==> config.mk <==
export PLATFORM = sky130hd
export DESIGN_NAME = display_top
export DESIGN_NICKNAME = d
export VERILOG_FILES = /design/src/board_pkg.sv /design/src/button_sync.sv /design/src/display_source.sv /design/src/display_top.sv /design/src/max7219_shifter.sv /design/src/por_reset.sv /design/src/word_fifo.sv
export SDC_FILE = /design/constraint.sdc
export NUM_CORES = 1
export LEC_CHECK = 0
export BUFFER_PORTS_ARGS = -buffer_cell sky130_fd_sc_hd__buf_2
export CORE_MARGIN = 2
export CORE_UTILIZATION = 57
export DETAILED_ROUTE_END_ITERATION = 12
export HOLD_SLACK_MARGIN = 0.15
export PLACE_DENSITY = 0.76
export SYNTH_ARGS = -nofsm -noshare
export SYNTH_HDL_FRONTEND = slang
export SYNTH_SLANG_ARGS = --single-unit
==> constraint.sdc <==
create_clock -name clk -period 4 [get_ports clk]
set_input_delay 0.4 -clock clk [delete_from_list [all_inputs] [get_ports clk]]
set_output_delay 0.4 -clock clk [all_outputs]
set_load 0.01 [all_outputs]
==> src/board_pkg.sv <==
package board_pkg;

    // MAX7219 command word: 4 unused bits, 4-bit register address, 8 data bits
    localparam int cmd_width = 16;

    // digit registers occupy addresses 1..8, digit 1 is the rightmost
    localparam logic [3:0] reg_digit0       = 4'd1;
    localparam logic [3:0] reg_decode       = 4'd9;
    localparam logic [3:0] reg_intensity    = 4'd10;
    localparam logic [3:0] reg_scan_limit   = 4'd11;
    localparam logic [3:0] reg_shutdown     = 4'd12;
    localparam logic [3:0] reg_display_test = 4'd15;

    // values sent once after reset
    localparam logic [7:0] init_decode       = 8'h00;  // raw segments, no BCD decode
    localparam logic [7:0] init_intensity    = 8'h07;
    localparam logic [7:0] init_scan_limit   = 8'h07;  // scan all eight digits
    localparam logic [7:0] init_shutdown     = 8'h01;  // normal operation
    localparam logic [7:0] init_display_test = 8'h00;

    localparam int init_words = 5;

    // hex font, bit 7 = DP, bits 6..0 = segments A..G
    // entry 0 is the rightmost element of the concatenation
    localparam logic [15:0][7:0] seg_font = {
        8'h47, 8'h4f, 8'h3d, 8'h4e,  // F E d C
        8'h1f, 8'h77, 8'h7b, 8'h7f,  // b A 9 8
        8'h70, 8'h5f, 8'h5b, 8'h33,  // 7 6 5 4
        8'h79, 8'h6d, 8'h30, 8'h7e   // 3 2 1 0
    };

    function automatic logic [cmd_width-1:0] cmd_word(input logic [3:0] addr,
                                                      input logic [7:0] data);
        return {4'b0000, addr, data};
    endfunction

endpackage

==> src/button_sync.sv <==
`timescale 1ns/10ps

module button_sync #(
    parameter int debounce_cycles = 200000
) (
    input  logic clk,
    input  logic reset,
    input  logic btnl,
    input  logic btnr,
    output logic inc,
    output logic dec
);

    localparam int cw = (debounce_cycles > 1) ? $clog2(debounce_cycles) : 1;
    localparam logic [cw-1:0] last_cnt = cw'(debounce_cycles - 1);

    logic [1:0]    raw;
    logic [1:0]    sync1;
    logic [1:0]    sync2;
    logic [1:0]    level;       // debounced
    logic [1:0]    press;
    logic [cw-1:0] stable_cnt [2];

    assign raw = {btnr, btnl};

    // per button: sync, count how long the raw level differs, then follow it
    always_ff @(posedge clk) begin
        if (reset) begin
            sync1      <= '0;
            sync2      <= '0;
            level      <= '0;
            press      <= '0;
            stable_cnt <= '{default: '0};
        end else begin
            sync1 <= raw;
            sync2 <= sync1;
            for (int i = 0; i < 2; i++) begin
                press[i] <= 1'b0;
                if (sync2[i] == level[i]) begin
                    stable_cnt[i] <= '0;  // glitch or idle, start over
                end else if (stable_cnt[i] == last_cnt) begin
                    stable_cnt[i] <= '0;
                    level[i]      <= sync2[i];
                    press[i]      <= sync2[i];  // rising edge only
                end else begin
                    stable_cnt[i] <= stable_cnt[i] + 1'b1;
                end
            end
        end
    end

    // left button counts up, right button counts down
    assign inc = press[0];
    assign dec = press[1];

endmodule

==> src/display_source.sv <==
`timescale 1ns/10ps

module display_source import board_pkg::*; (
    input  logic                 clk,
    input  logic                 reset,
    input  logic                 inc,
    input  logic                 dec,
    input  logic                 full,
    output logic                 wr_en,
    output logic [cmd_width-1:0] wr_data,
    output logic [5:0]           led
);

    localparam logic [3:0] first_digit = 4'(init_words);
    localparam logic [3:0] last_idx    = 4'(init_words + 7);

    logic [31:0] counter;
    logic [31:0] snap;          // value being shown by the current sequence
    logic        dirty;
    logic        init_pending;
    logic        busy;
    logic [3:0]  idx;           // 0..4 init words, 5..12 digits
    logic [3:0]  digit;
    logic        change;
    logic        start;

    assign change = inc ^ dec;  // both at once cancel out
    assign start  = !busy && (init_pending || dirty);
    assign wr_en  = busy && !full;

    always_ff @(posedge clk) begin
        if (reset) begin
            counter <= '0;
            led     <= '1;
        end else begin
            if (inc && !dec)
                counter <= counter + 1'b1;
            else if (dec && !inc)
                counter <= counter - 1'b1;
            led <= ~counter[5:0];  // LEDs are active low
        end
    end

    always_ff @(posedge clk) begin
        if (reset) begin
            dirty        <= 1'b0;
            init_pending <= 1'b1;
            busy         <= 1'b0;
            idx          <= '0;
            snap         <= '0;
        end else begin
            dirty <= (dirty && !start) || change;  // a press during start stays pending
            if (start) begin
                busy         <= 1'b1;
                init_pending <= 1'b0;
                snap         <= counter;
                idx          <= init_pending ? 4'd0 : first_digit;
            end else if (wr_en) begin
                if (idx == last_idx)
                    busy <= 1'b0;
                else
                    idx <= idx + 1'b1;
            end
        end
    end

    assign digit = idx - first_digit;

    // build the word for the current index
    always_comb begin
        case (idx)
            4'd0:    wr_data = cmd_word(reg_display_test, init_display_test);
            4'd1:    wr_data = cmd_word(reg_decode, init_decode);
            4'd2:    wr_data = cmd_word(reg_intensity, init_intensity);
            4'd3:    wr_data = cmd_word(reg_scan_limit, init_scan_limit);
            4'd4:    wr_data = cmd_word(reg_shutdown, init_shutdown);
            default: wr_data = cmd_word(reg_digit0 + digit,
                                        seg_font[snap[{digit[2:0], 2'b00} +: 4]]);
        endcase
    end

endmodule

==> src/display_top.sv <==
`timescale 1ns/10ps

module display_top import board_pkg::*; #(
    parameter int reset_cycles    = 100,
    parameter int debounce_cycles = 200000,
    parameter int fifo_depth      = 16,
    parameter int clk_div         = 4
) (
    input  logic       clk,
    input  logic       reset,
    input  logic       btnl,
    input  logic       btnr,
    output logic [5:0] led,
    output logic       max7219_clk,
    output logic       max7219_data,
    output logic       max7219_load
);

    logic                 sys_reset;
    logic                 inc;
    logic                 dec;
    logic                 wr_en;
    logic [cmd_width-1:0] wr_data;
    logic                 full;
    logic                 rd_en;
    logic [cmd_width-1:0] rd_data;
    logic                 empty;

    por_reset #(
        .reset_cycles(reset_cycles)
    ) por_reset_i (
        .clk      (clk),
        .reset    (reset),
        .sys_reset(sys_reset)
    );

    button_sync #(
        .debounce_cycles(debounce_cycles)
    ) button_sync_i (
        .clk  (clk),
        .reset(sys_reset),
        .btnl (btnl),
        .btnr (btnr),
        .inc  (inc),
        .dec  (dec)
    );

    display_source display_source_i (
        .clk    (clk),
        .reset  (sys_reset),
        .inc    (inc),
        .dec    (dec),
        .full   (full),
        .wr_en  (wr_en),
        .wr_data(wr_data),
        .led    (led)
    );

    // command words wait here while the serial link is busy
    word_fifo #(
        .fifo_depth(fifo_depth)
    ) word_fifo_i (
        .clk    (clk),
        .reset  (sys_reset),
        .wr_en  (wr_en),
        .wr_data(wr_data),
        .rd_en  (rd_en),
        .rd_data(rd_data),
        .full   (full),
        .empty  (empty)
    );

    max7219_shifter #(
        .clk_div(clk_div)
    ) max7219_shifter_i (
        .clk         (clk),
        .reset       (sys_reset),
        .empty       (empty),
        .rd_en       (rd_en),
        .rd_data     (rd_data),
        .max7219_clk (max7219_clk),
        .max7219_data(max7219_data),
        .max7219_load(max7219_load)
    );

endmodule

==> src/max7219_shifter.sv <==
`timescale 1ns/10ps

module max7219_shifter import board_pkg::*; #(
    parameter int clk_div = 4
) (
    input  logic                 clk,
    input  logic                 reset,
    input  logic                 empty,
    output logic                 rd_en,
    input  logic [cmd_width-1:0] rd_data,
    output logic                 max7219_clk,
    output logic                 max7219_data,
    output logic                 max7219_load
);

    localparam int dw = (clk_div > 1) ? $clog2(clk_div) : 1;
    localparam int bw = $clog2(cmd_width);
    localparam logic [dw-1:0] last_div = dw'(clk_div - 1);
    localparam logic [bw-1:0] last_bit = bw'(cmd_width - 1);

    typedef enum logic [1:0] {
        idle,
        shift,
        load
    } state_t;

    state_t               state;
    logic [dw-1:0]        div_cnt;
    logic [bw-1:0]        bit_cnt;
    logic                 high;     // second half of a bit, serial clock up
    logic [cmd_width-1:0] shreg;

    assign rd_en        = (state == idle) && !empty;
    assign max7219_clk  = (state == shift) && high;
    assign max7219_data = (state == shift) && shreg[cmd_width-1];  // MSB first
    assign max7219_load = (state == load);

    // word being sent, its MSB sits on the data pin
    always_ff @(posedge clk) begin
        if (rd_en)
            shreg <= rd_data;
        else if (state == shift && high && div_cnt == last_div)
            shreg <= shreg << 1;
    end

    always_ff @(posedge clk) begin
        if (reset) begin
            state   <= idle;
            div_cnt <= '0;
            bit_cnt <= '0;
            high    <= 1'b0;
        end else begin
            case (state)
                idle: begin
                    div_cnt <= '0;
                    bit_cnt <= '0;
                    high    <= 1'b0;
                    if (!empty)
                        state <= shift;
                end
                shift: begin
                    if (div_cnt != last_div) begin
                        div_cnt <= div_cnt + 1'b1;
                    end else begin
                        div_cnt <= '0;
                        high    <= !high;
                        if (high) begin  // end of bit, data moves with clock fall
                            if (bit_cnt == last_bit)
                                state <= load;
                            else
                                bit_cnt <= bit_cnt + 1'b1;
                        end
                    end
                end
                load: begin
                    if (div_cnt != last_div) begin
                        div_cnt <= div_cnt + 1'b1;
                    end else begin
                        div_cnt <= '0;
                        state   <= idle;
                    end
                end
                default: state <= idle;
            endcase
        end
    end

endmodule

==> src/por_reset.sv <==
`timescale 1ns/10ps

module por_reset #(
    parameter int reset_cycles = 100
) (
    input  logic clk,
    input  logic reset,
    output logic sys_reset
);

    localparam int cw = $clog2(reset_cycles + 1);

    logic [cw-1:0] count;

    // sys_reset drops exactly reset_cycles edges after reset is first seen low
    always_ff @(posedge clk) begin
        if (reset) begin
            count     <= cw'(reset_cycles);
            sys_reset <= 1'b1;
        end else begin
            sys_reset <= (count != '0);
            if (count != '0)
                count <= count - 1'b1;
        end
    end

endmodule

==> src/word_fifo.sv <==
`timescale 1ns/10ps

module word_fifo import board_pkg::*; #(
    parameter int fifo_depth = 16
) (
    input  logic                 clk,
    input  logic                 reset,
    input  logic                 wr_en,
    input  logic [cmd_width-1:0] wr_data,
    input  logic                 rd_en,
    output logic [cmd_width-1:0] rd_data,
    output logic                 full,
    output logic                 empty
);

    localparam int aw = $clog2(fifo_depth);
    localparam int cw = $clog2(fifo_depth + 1);
    localparam logic [aw-1:0] last_ptr = aw'(fifo_depth - 1);

    logic [cmd_width-1:0] mem [fifo_depth];
    logic [aw-1:0]        wr_ptr;
    logic [aw-1:0]        rd_ptr;
    logic [cw-1:0]        count;
    logic                 do_wr;
    logic                 do_rd;

    assign full  = (count == cw'(fifo_depth));
    assign empty = (count == '0);
    assign do_wr = wr_en && !full;   // overflow is dropped
    assign do_rd = rd_en && !empty;

    assign rd_data = mem[rd_ptr];    // show-ahead

    always_ff @(posedge clk) begin
        if (do_wr)
            mem[wr_ptr] <= wr_data;
    end

    always_ff @(posedge clk) begin
        if (reset) begin
            wr_ptr <= '0;
            rd_ptr <= '0;
            count  <= '0;
        end else begin
            if (do_wr)
                wr_ptr <= (wr_ptr == last_ptr) ? '0 : wr_ptr + 1'b1;
            if (do_rd)
                rd_ptr <= (rd_ptr == last_ptr) ? '0 : rd_ptr + 1'b1;
            if (do_wr && !do_rd)
                count <= count + 1'b1;
            else if (do_rd && !do_wr)
                count <= count - 1'b1;
        end
    end

endmodule
== Word-level counts from Yosys, hierarchy flattened ==
Memory sizes are Yosys's and may differ from the RTL's. A register that Yosys moved wholly into a read port is not among the register bits.
Index checks and enable logic that the tools add are counted.

* Bits in registers: 167
* Bits in writable memories: 192
* Bits in read-only memories: 128
* Input bits: 4
* Output and inout bits: 9
* Logic and storage cells: 155
* Memories: 2

{| class="wikitable"
|+ Memory list
! name !! words !! width !! rd ports !! clocked after Yosys merged registers in !! write ports !! RTL line !! RTL
|-
| word_fifo_i.mem || 16 || 12 || 1 || 1 || 1 || word_fifo.sv:20 || <nowiki>logic [cmd_width-1:0] mem [fifo_depth];</nowiki>
|-
| (no name shown) || 16 || 8 || 1 || 0 || 0 || display_source.sv:78 || <nowiki>seg_font[snap[{digit[2:0], 2'b00} +: 4]]);</nowiki>
|}

* Add/sub/neg operators: 14
* Order comparisons: 1
* Eq/ne operators: 24
* Shifts and indexed selects: 1
* Multiplexer cells: 35
* Bitwise operators: 6
* Reductions and logical operators: 47

{| class="wikitable"
|+ Operators by type and width
! operator !! count
|-
| 32-bit 2-to-1 mux || 2
|-
| 12-bit case mux with 5 select lines || 1
|-
| 4-bit 2-to-1 mux || 10
|-
| 18-bit by 1-bit adder with 18-bit output (second input constant) || 2
|-
| 18-bit equality test (second input constant) || 2
|-
| 32-bit by 1-bit adder with 32-bit output (second input constant) || 1
|-
| 16-bit 2-to-1 mux || 2
|-
| 32-bit by 6-bit variable part select with 4-bit output || 1
|-
| 32-bit by 1-bit subtractor with 32-bit output (second input constant) || 1
|-
| 4-bit by 1-bit adder with 4-bit output (second input constant) || 4
|-
| 4-bit equality test (second input constant) || 4
|-
| 2-bit nonzero test || 7
|-
| 1-bit logical AND || 13
|-
| 2-bit 2-to-1 mux || 6
|-
| 2-bit inequality test (second input constant) || 6
|-
| 3-bit OR reduction || 4
|-
| 5-bit 2-to-1 mux || 2
|-
| 2-bit AND reduction || 5
|-
| 1-bit logical NOT || 9
|-
| 4-bit by 2-bit equality test with 1-bit output (second input constant) || 2
|-
| 8-bit 2-to-1 mux || 1
|-
| 4-bit case mux with 2 select lines || 1
|-
| 7-bit nonzero test || 1
|-
| 7-bit by 1-bit subtractor with 7-bit output (second input constant) || 1
|-
| other kinds (28) || 40
|}

== Logic depth before layout (Yosys ltp) ==
* Word-level depth: 8
* Depth in mapped cells: 14
* Depth with buffers taken out: 13

== Modules after synthesis ==
From an unflattened synthesis, not the netlist that was laid out.

* Cells, all modules: 1,494
* Area total of the unflattened synthesis: 19,210.9 um^2

{| class="wikitable"
|+ Modules (own cells, without submodules)
! module !! instances !! cells each !! area an instance (um^2) !! sequential area each (um^2)
|-
| word_fifo || 1 || 509 || 10,522.6 || 8,027.7
|-
| display_source || 1 || 631 || 5,059.9 || 1,541.5
|-
| button_sync || 1 || 215 || 1,970.6 || 880.8
|-
| max7219_shifter || 1 || 100 || 1,273.7 || 660.6
|-
| por_reset || 1 || 39 || 384.1 || 160.2
|}

== Least setup slack after synthesis ==
Ideal clock, no wire load.

* Path kind: register to register
* Start: register display_source_i.idx[0]
* End: memory word_fifo_i.mem[0][3] (netlist bit), data pin
* Arrival: 3.485 ns
* Required time: 3.660 ns
* Slack: 0.175 ns
* Cell stages (with the launch flop): 13
* Cells stage by stage: dfxtp_1 -> buf_2 -> buf_2 -> inv_1 -> ha_1 -> buf_2 -> mux4_2 -> mux2i_1 -> inv_1 -> ha_1 -> nand2_1 -> o21ai_0 -> a211oi_1

* Word-level cells in the longest chain between the ends: 5

{| class="wikitable"
|+ Ends and longest elaborated chain
! item !! RTL line !! RTL
|-
| start, declared || display_source.sv:22 || <nowiki>logic [3:0] idx;</nowiki>
|-
| start signal, assigned || display_source.sv:57 || <nowiki>idx <= init_pending ? 4'd0 : first_digit;</nowiki>
|-
| start signal, assigned || display_source.sv:62 || <nowiki>idx <= idx + 1'b1;</nowiki>
|-
| 4-bit by 3-bit subtractor with 4-bit output || display_source.sv:67 || <nowiki>assign digit = idx - first_digit;</nowiki>
|-
| 32-bit by 6-bit variable part select with 4-bit output || display_source.sv:78 ||
|-
| memory read 16 x 8 bit || -- ||
|-
| 8-bit 2-to-1 mux (not written as such) || display_source.sv:78 ||
|-
| 12-bit case mux with 5 select lines (*) || display_source.sv:71 || <nowiki>case (idx)</nowiki>
|-
| named net display_source_i.wr_data[3] || display_source.sv:10 || <nowiki>output logic [cmd_width-1:0] wr_data,</nowiki>
|-
| end, declared || word_fifo.sv:20 ||
|}

Mark *: on every way through the listed nets, which the timed path passes. The rest lies on a longest branch. The select of a mux whose other input is x is not followed.

== Final worst setup path ==
* Start: register display_source_i.idx[1]
* End: memory word_fifo_i.mem[4][6] (netlist bit), data pin

The elaborated chain is that of the path after synthesis.

==> key figures <==
Status
  – Outcome: complete, no violations

Pwr
  – PD cells: 406.5 nW/µm²
  – VDD IR-drop max: 0.2509 mV
  – Leakage: 6.270 nW

Hold path
  – HP Class: reg -> reg

Timing
  – Fmax: 287.0 MHz
  – Setup-failing EPs final: 0
  – Worst clock skew: 0.02121 ns
  – Worst-Margin Slew: 1.251 ns
  – Final period util: 87.12%
  – Fin Setup TNS: 0 ns
  – Max-slew violations: 0
  – RSZ-0062 raised after global routing: no
  – Min cycle time layout: 3.485 ns
  – Slew HR: 16.30%
  – Final hold violations: 0

Synthesis
  – Synth async-reset ratio: 0%
  – Synth Area per Inst: 11.95 µm²
  – Count of state elements after synthesis: 347
  – Post-synthesis xor/xnor area fraction: 3.652%
  – Post-synthesis cell count: 1342
  – Post-synth EDFFs: 192
  – Post-synthesis mux area share: 10.38%
  – Post-synthesis simple-gate area fraction: 12.42%
  – Netlist cell types: 81
  – Largest family of logic cells by synthesized area: simple AND/OR/NAND/NOR gates
  – Mapped Area: 16030 µm²
  – Adder-cell share of the synthesized area: 4.854%
  – Seq/Total Area, Yosys: 55.31%
  – Compound-Gate Fraction of Synth Area: 10.47%
  – Post-Syn Nets: 1407
  – Synth warn: 0
  – Prevailing post-synth register cell: edfxtp_1

Route
  – DR pass1 iterations: 6
  – Routed WL: 33300 µm
  – Remaining DRCs: 0
  – Average wire per cell in the routed design: 18.92 µm
  – Antenna viol nets, final: 0
  – Drt first-iter violations: 811
  – Routed vias/inst: 5.874
  – Vias: 10340

Final layout
  – Fill count: 2098
  – Commonest non-fill, non-tap cell in the layout: edfxtp_1
  – Multi-input logic area: 6719 µm²
  – Area delta synth->final: 10.47%
  – Ant diodes: 0
  – Layout net count: 1420
  – Reg area: 8875 µm²
  – Layout cells sized above 1: 14.54%
  – Commonest non-fill, non-tap cells in the layout: edfxtp_1, dfxtp_1, nand2_1, nor2_1, a21oi_1
  – Post-route insts no fill: 1760

Clock network
  – Post-CTS Setup Bufs: 0
  – CTS Buf Count: 36
  – Post_cts resized: 0
  – Num Clock Sinks: 347
  – CTS Buffer Depth: 3
  – H-tree depth: 2
  – CTS tree: built
  – CTS Hold Buffers Added: 3
  – Clk_lat worst skew: 0.52 ns
  – Root Driver: clkbuf_16
  – Clock transition at the registers of the reported paths: 0.06 ns

Global routing
  – Grt total ovfl: 0
  – First-pass GRT wire length: 54050 µm
  – Initial antenna violation count: 0
  – Vias in the first global route: 10280
  – Largest net degree at the start of global routing: 58
  – Total track usage: 23.41%

Floorplanning
  – I/O pin cnt: 13
  – Starting Density: 57.87%
  – Die W: 171.7 µm
  – Core Box Area: 27710 µm²
  – Cell Rows: 61
  – Die area: 29490 µm²
  – Overall die height: 171.7 µm

Worst setup path
  – Crit path cell chain: inv_1 > ha_1 > mux4_2 > mux2i_1 > inv_1 > ha_1 > nor3_1 > a221oi_1 > nor2_1
  – Critical Path Source Type: flip-flop
  – Critical Path End Type: flip-flop
  – Req. time, crit path: 4.19 ns
  – Crit path largest cell delay: 0.71 ns
  – Slowest cell on crit path: nor2_1
  – Crit-path max FO: 16
  – Crit Path Class: reg -> reg
  – Crit path DAT: 3.67 ns

Placement
  – DP Wirelength: 21440 µm
  – Routability cong.: 0.9128
  – Port Buffers: 12
  – # placed instances: 1692

Job
  – Number of max-cap violations: 0
==> per-layer routing <==
| layer | global-route usage (%) | wire length, µm |
|---|---|---|
| met3 | 2.991 | 1311 |
| met5 | 0 | 0 |
| met2 | 41.14 | 16710 |
| met1 | 30.35 | 14520 |
| met4 | 7.074 | 758 |
==> cell type report <==
cell class                      instances  share of cell area [%]
Sequential cell                       347                   50.11
Tap cell                              378                   2.670
Timing Repair Buffer                   42                   1.724
Clock buffer                           45                   5.517
Clock inverter                         20                   1.370
Inverter                               32                  0.6782
Multi-Input combinational cell        896                   37.93
==> registers in the layout, indices dropped and copies added, names as in the netlist, 2 cells and up, named ones only <==
signal                     flops
word_fifo_i.mem              176
button_sync_i.stable_cnt      36
display_source_i.counter      32
display_source_i.snap         32
max7219_shifter_i.shreg       16
por_reset_i.count              7
display_source_i.led           6
word_fifo_i.count              5
display_source_i.idx           4
max7219_shifter_i.bit_cnt      4
word_fifo_i.rd_ptr             4
word_fifo_i.wr_ptr             4
button_sync_i.level            2
button_sync_i.press            2
button_sync_i.sync1            2
button_sync_i.sync2            2
max7219_shifter_i.div_cnt      2
max7219_shifter_i.state        2
==> final timing paths <==
check,from,depth (start not counted),endpoint,slack (ns)
hold reg to reg,display_source_i.counter[2],1,display_source_i.led[2],0.43
hold / removal,display_source_i.counter[2],1,display_source_i.led[2],0.43
setup reg to reg,display_source_i.idx[1],9,word_fifo_i.mem[4][6],0.52
setup / recovery,display_source_i.idx[1],9,word_fifo_i.mem[4][6],0.52
==> cells in the mapped netlist, types with 3 or more instances <==
cell	count	area (µm²)
a211o_1	4	35.03
a211oi_1	14	105.1
a21o_1	28	210.2
a21oi_1	89	445.4
a21oi_2	3	26.28
a221o_1	4	40.04
a311o_1	3	30.03
a311oi_1	3	26.28
a31oi_1	8	50.05
a32o_1	4	40.04
and2_1	9	56.30
and2b_2	3	26.28
and3_1	18	112.6
and4_1	3	26.28
buf_1	8	30.03
buf_2	14	70.07
clkbuf_1	36	135.1
clkbuf_8	6	82.58
dfxtp_1	155	3103
edfxtp_1	192	5766
ha_1	59	738.2
inv_1	31	116.4
mux2_2	12	135.1
mux2i_1	11	110.1
mux4_2	63	1419
nand2_1	141	529.3
nand2b_1	5	31.28
nand3_1	33	165.2
nand4_1	19	118.9
nor2_1	135	506.7
nor2b_1	13	81.33
nor3_1	19	95.09
nor4_1	4	25.02
nor4b_1	5	43.79
o21a_1	6	45.04
o21ai_0	38	190.2
o21ai_1	3	15.01
o21ai_2	3	26.28
o21bai_1	4	30.03
o221ai_1	3	26.28
o31ai_1	3	22.52
or3_1	12	75.07
xnor2_1	34	297.8
xor2_1	31	271.5
==> logic make-up after synthesis <==
kind of cell	Yosys count
AOI/OAI and AO/OA	251
xor gates and xnor gates	66
adders and majority gates	61
buffers and inverters	99
DFF	347
muxes	86
and+or+nand+nor	432
==> power breakdown <==
group          internal (mW)  switching [mW]  leakage, nW
clock                   2.07            1.37        0.582
combinational         0.0164          0.0136         2.72
sequential              3.73         0.00673         2.97
==> critical path, delay by kind of cell (launching register included) <==
family | cells | cell delay [ns]
AOI/OAI and AO/OA | 1 | 0.07
muxes | 2 | 0.86
and+or+nand+nor | 2 | 0.91
DFF | 1 | 0.38
adders and majority gates | 2 | 0.68
buffers and inverters | 2 | 0.25
==> stage by stage <==
step           utilization [%]  hold slack [ns]  setup slack, ns  total power, mW  instance area [µm²]
2_1_floorplan                -           0.3852           0.1749            3.836                16030
3_3_place_gp             59.42           0.4172           0.7430            3.841                16460
3_5_place_dp             59.42           0.4122           0.5180            3.842                16460
4_1_cts                  63.93           0.4332           0.5015            7.245                17710
5_1_grt                  63.93           0.4548           0.1975            7.382                17710
6_report                 63.93           0.4320           0.5153            7.200                17710
No activity file was read; power rests on OpenSTA's default activity.
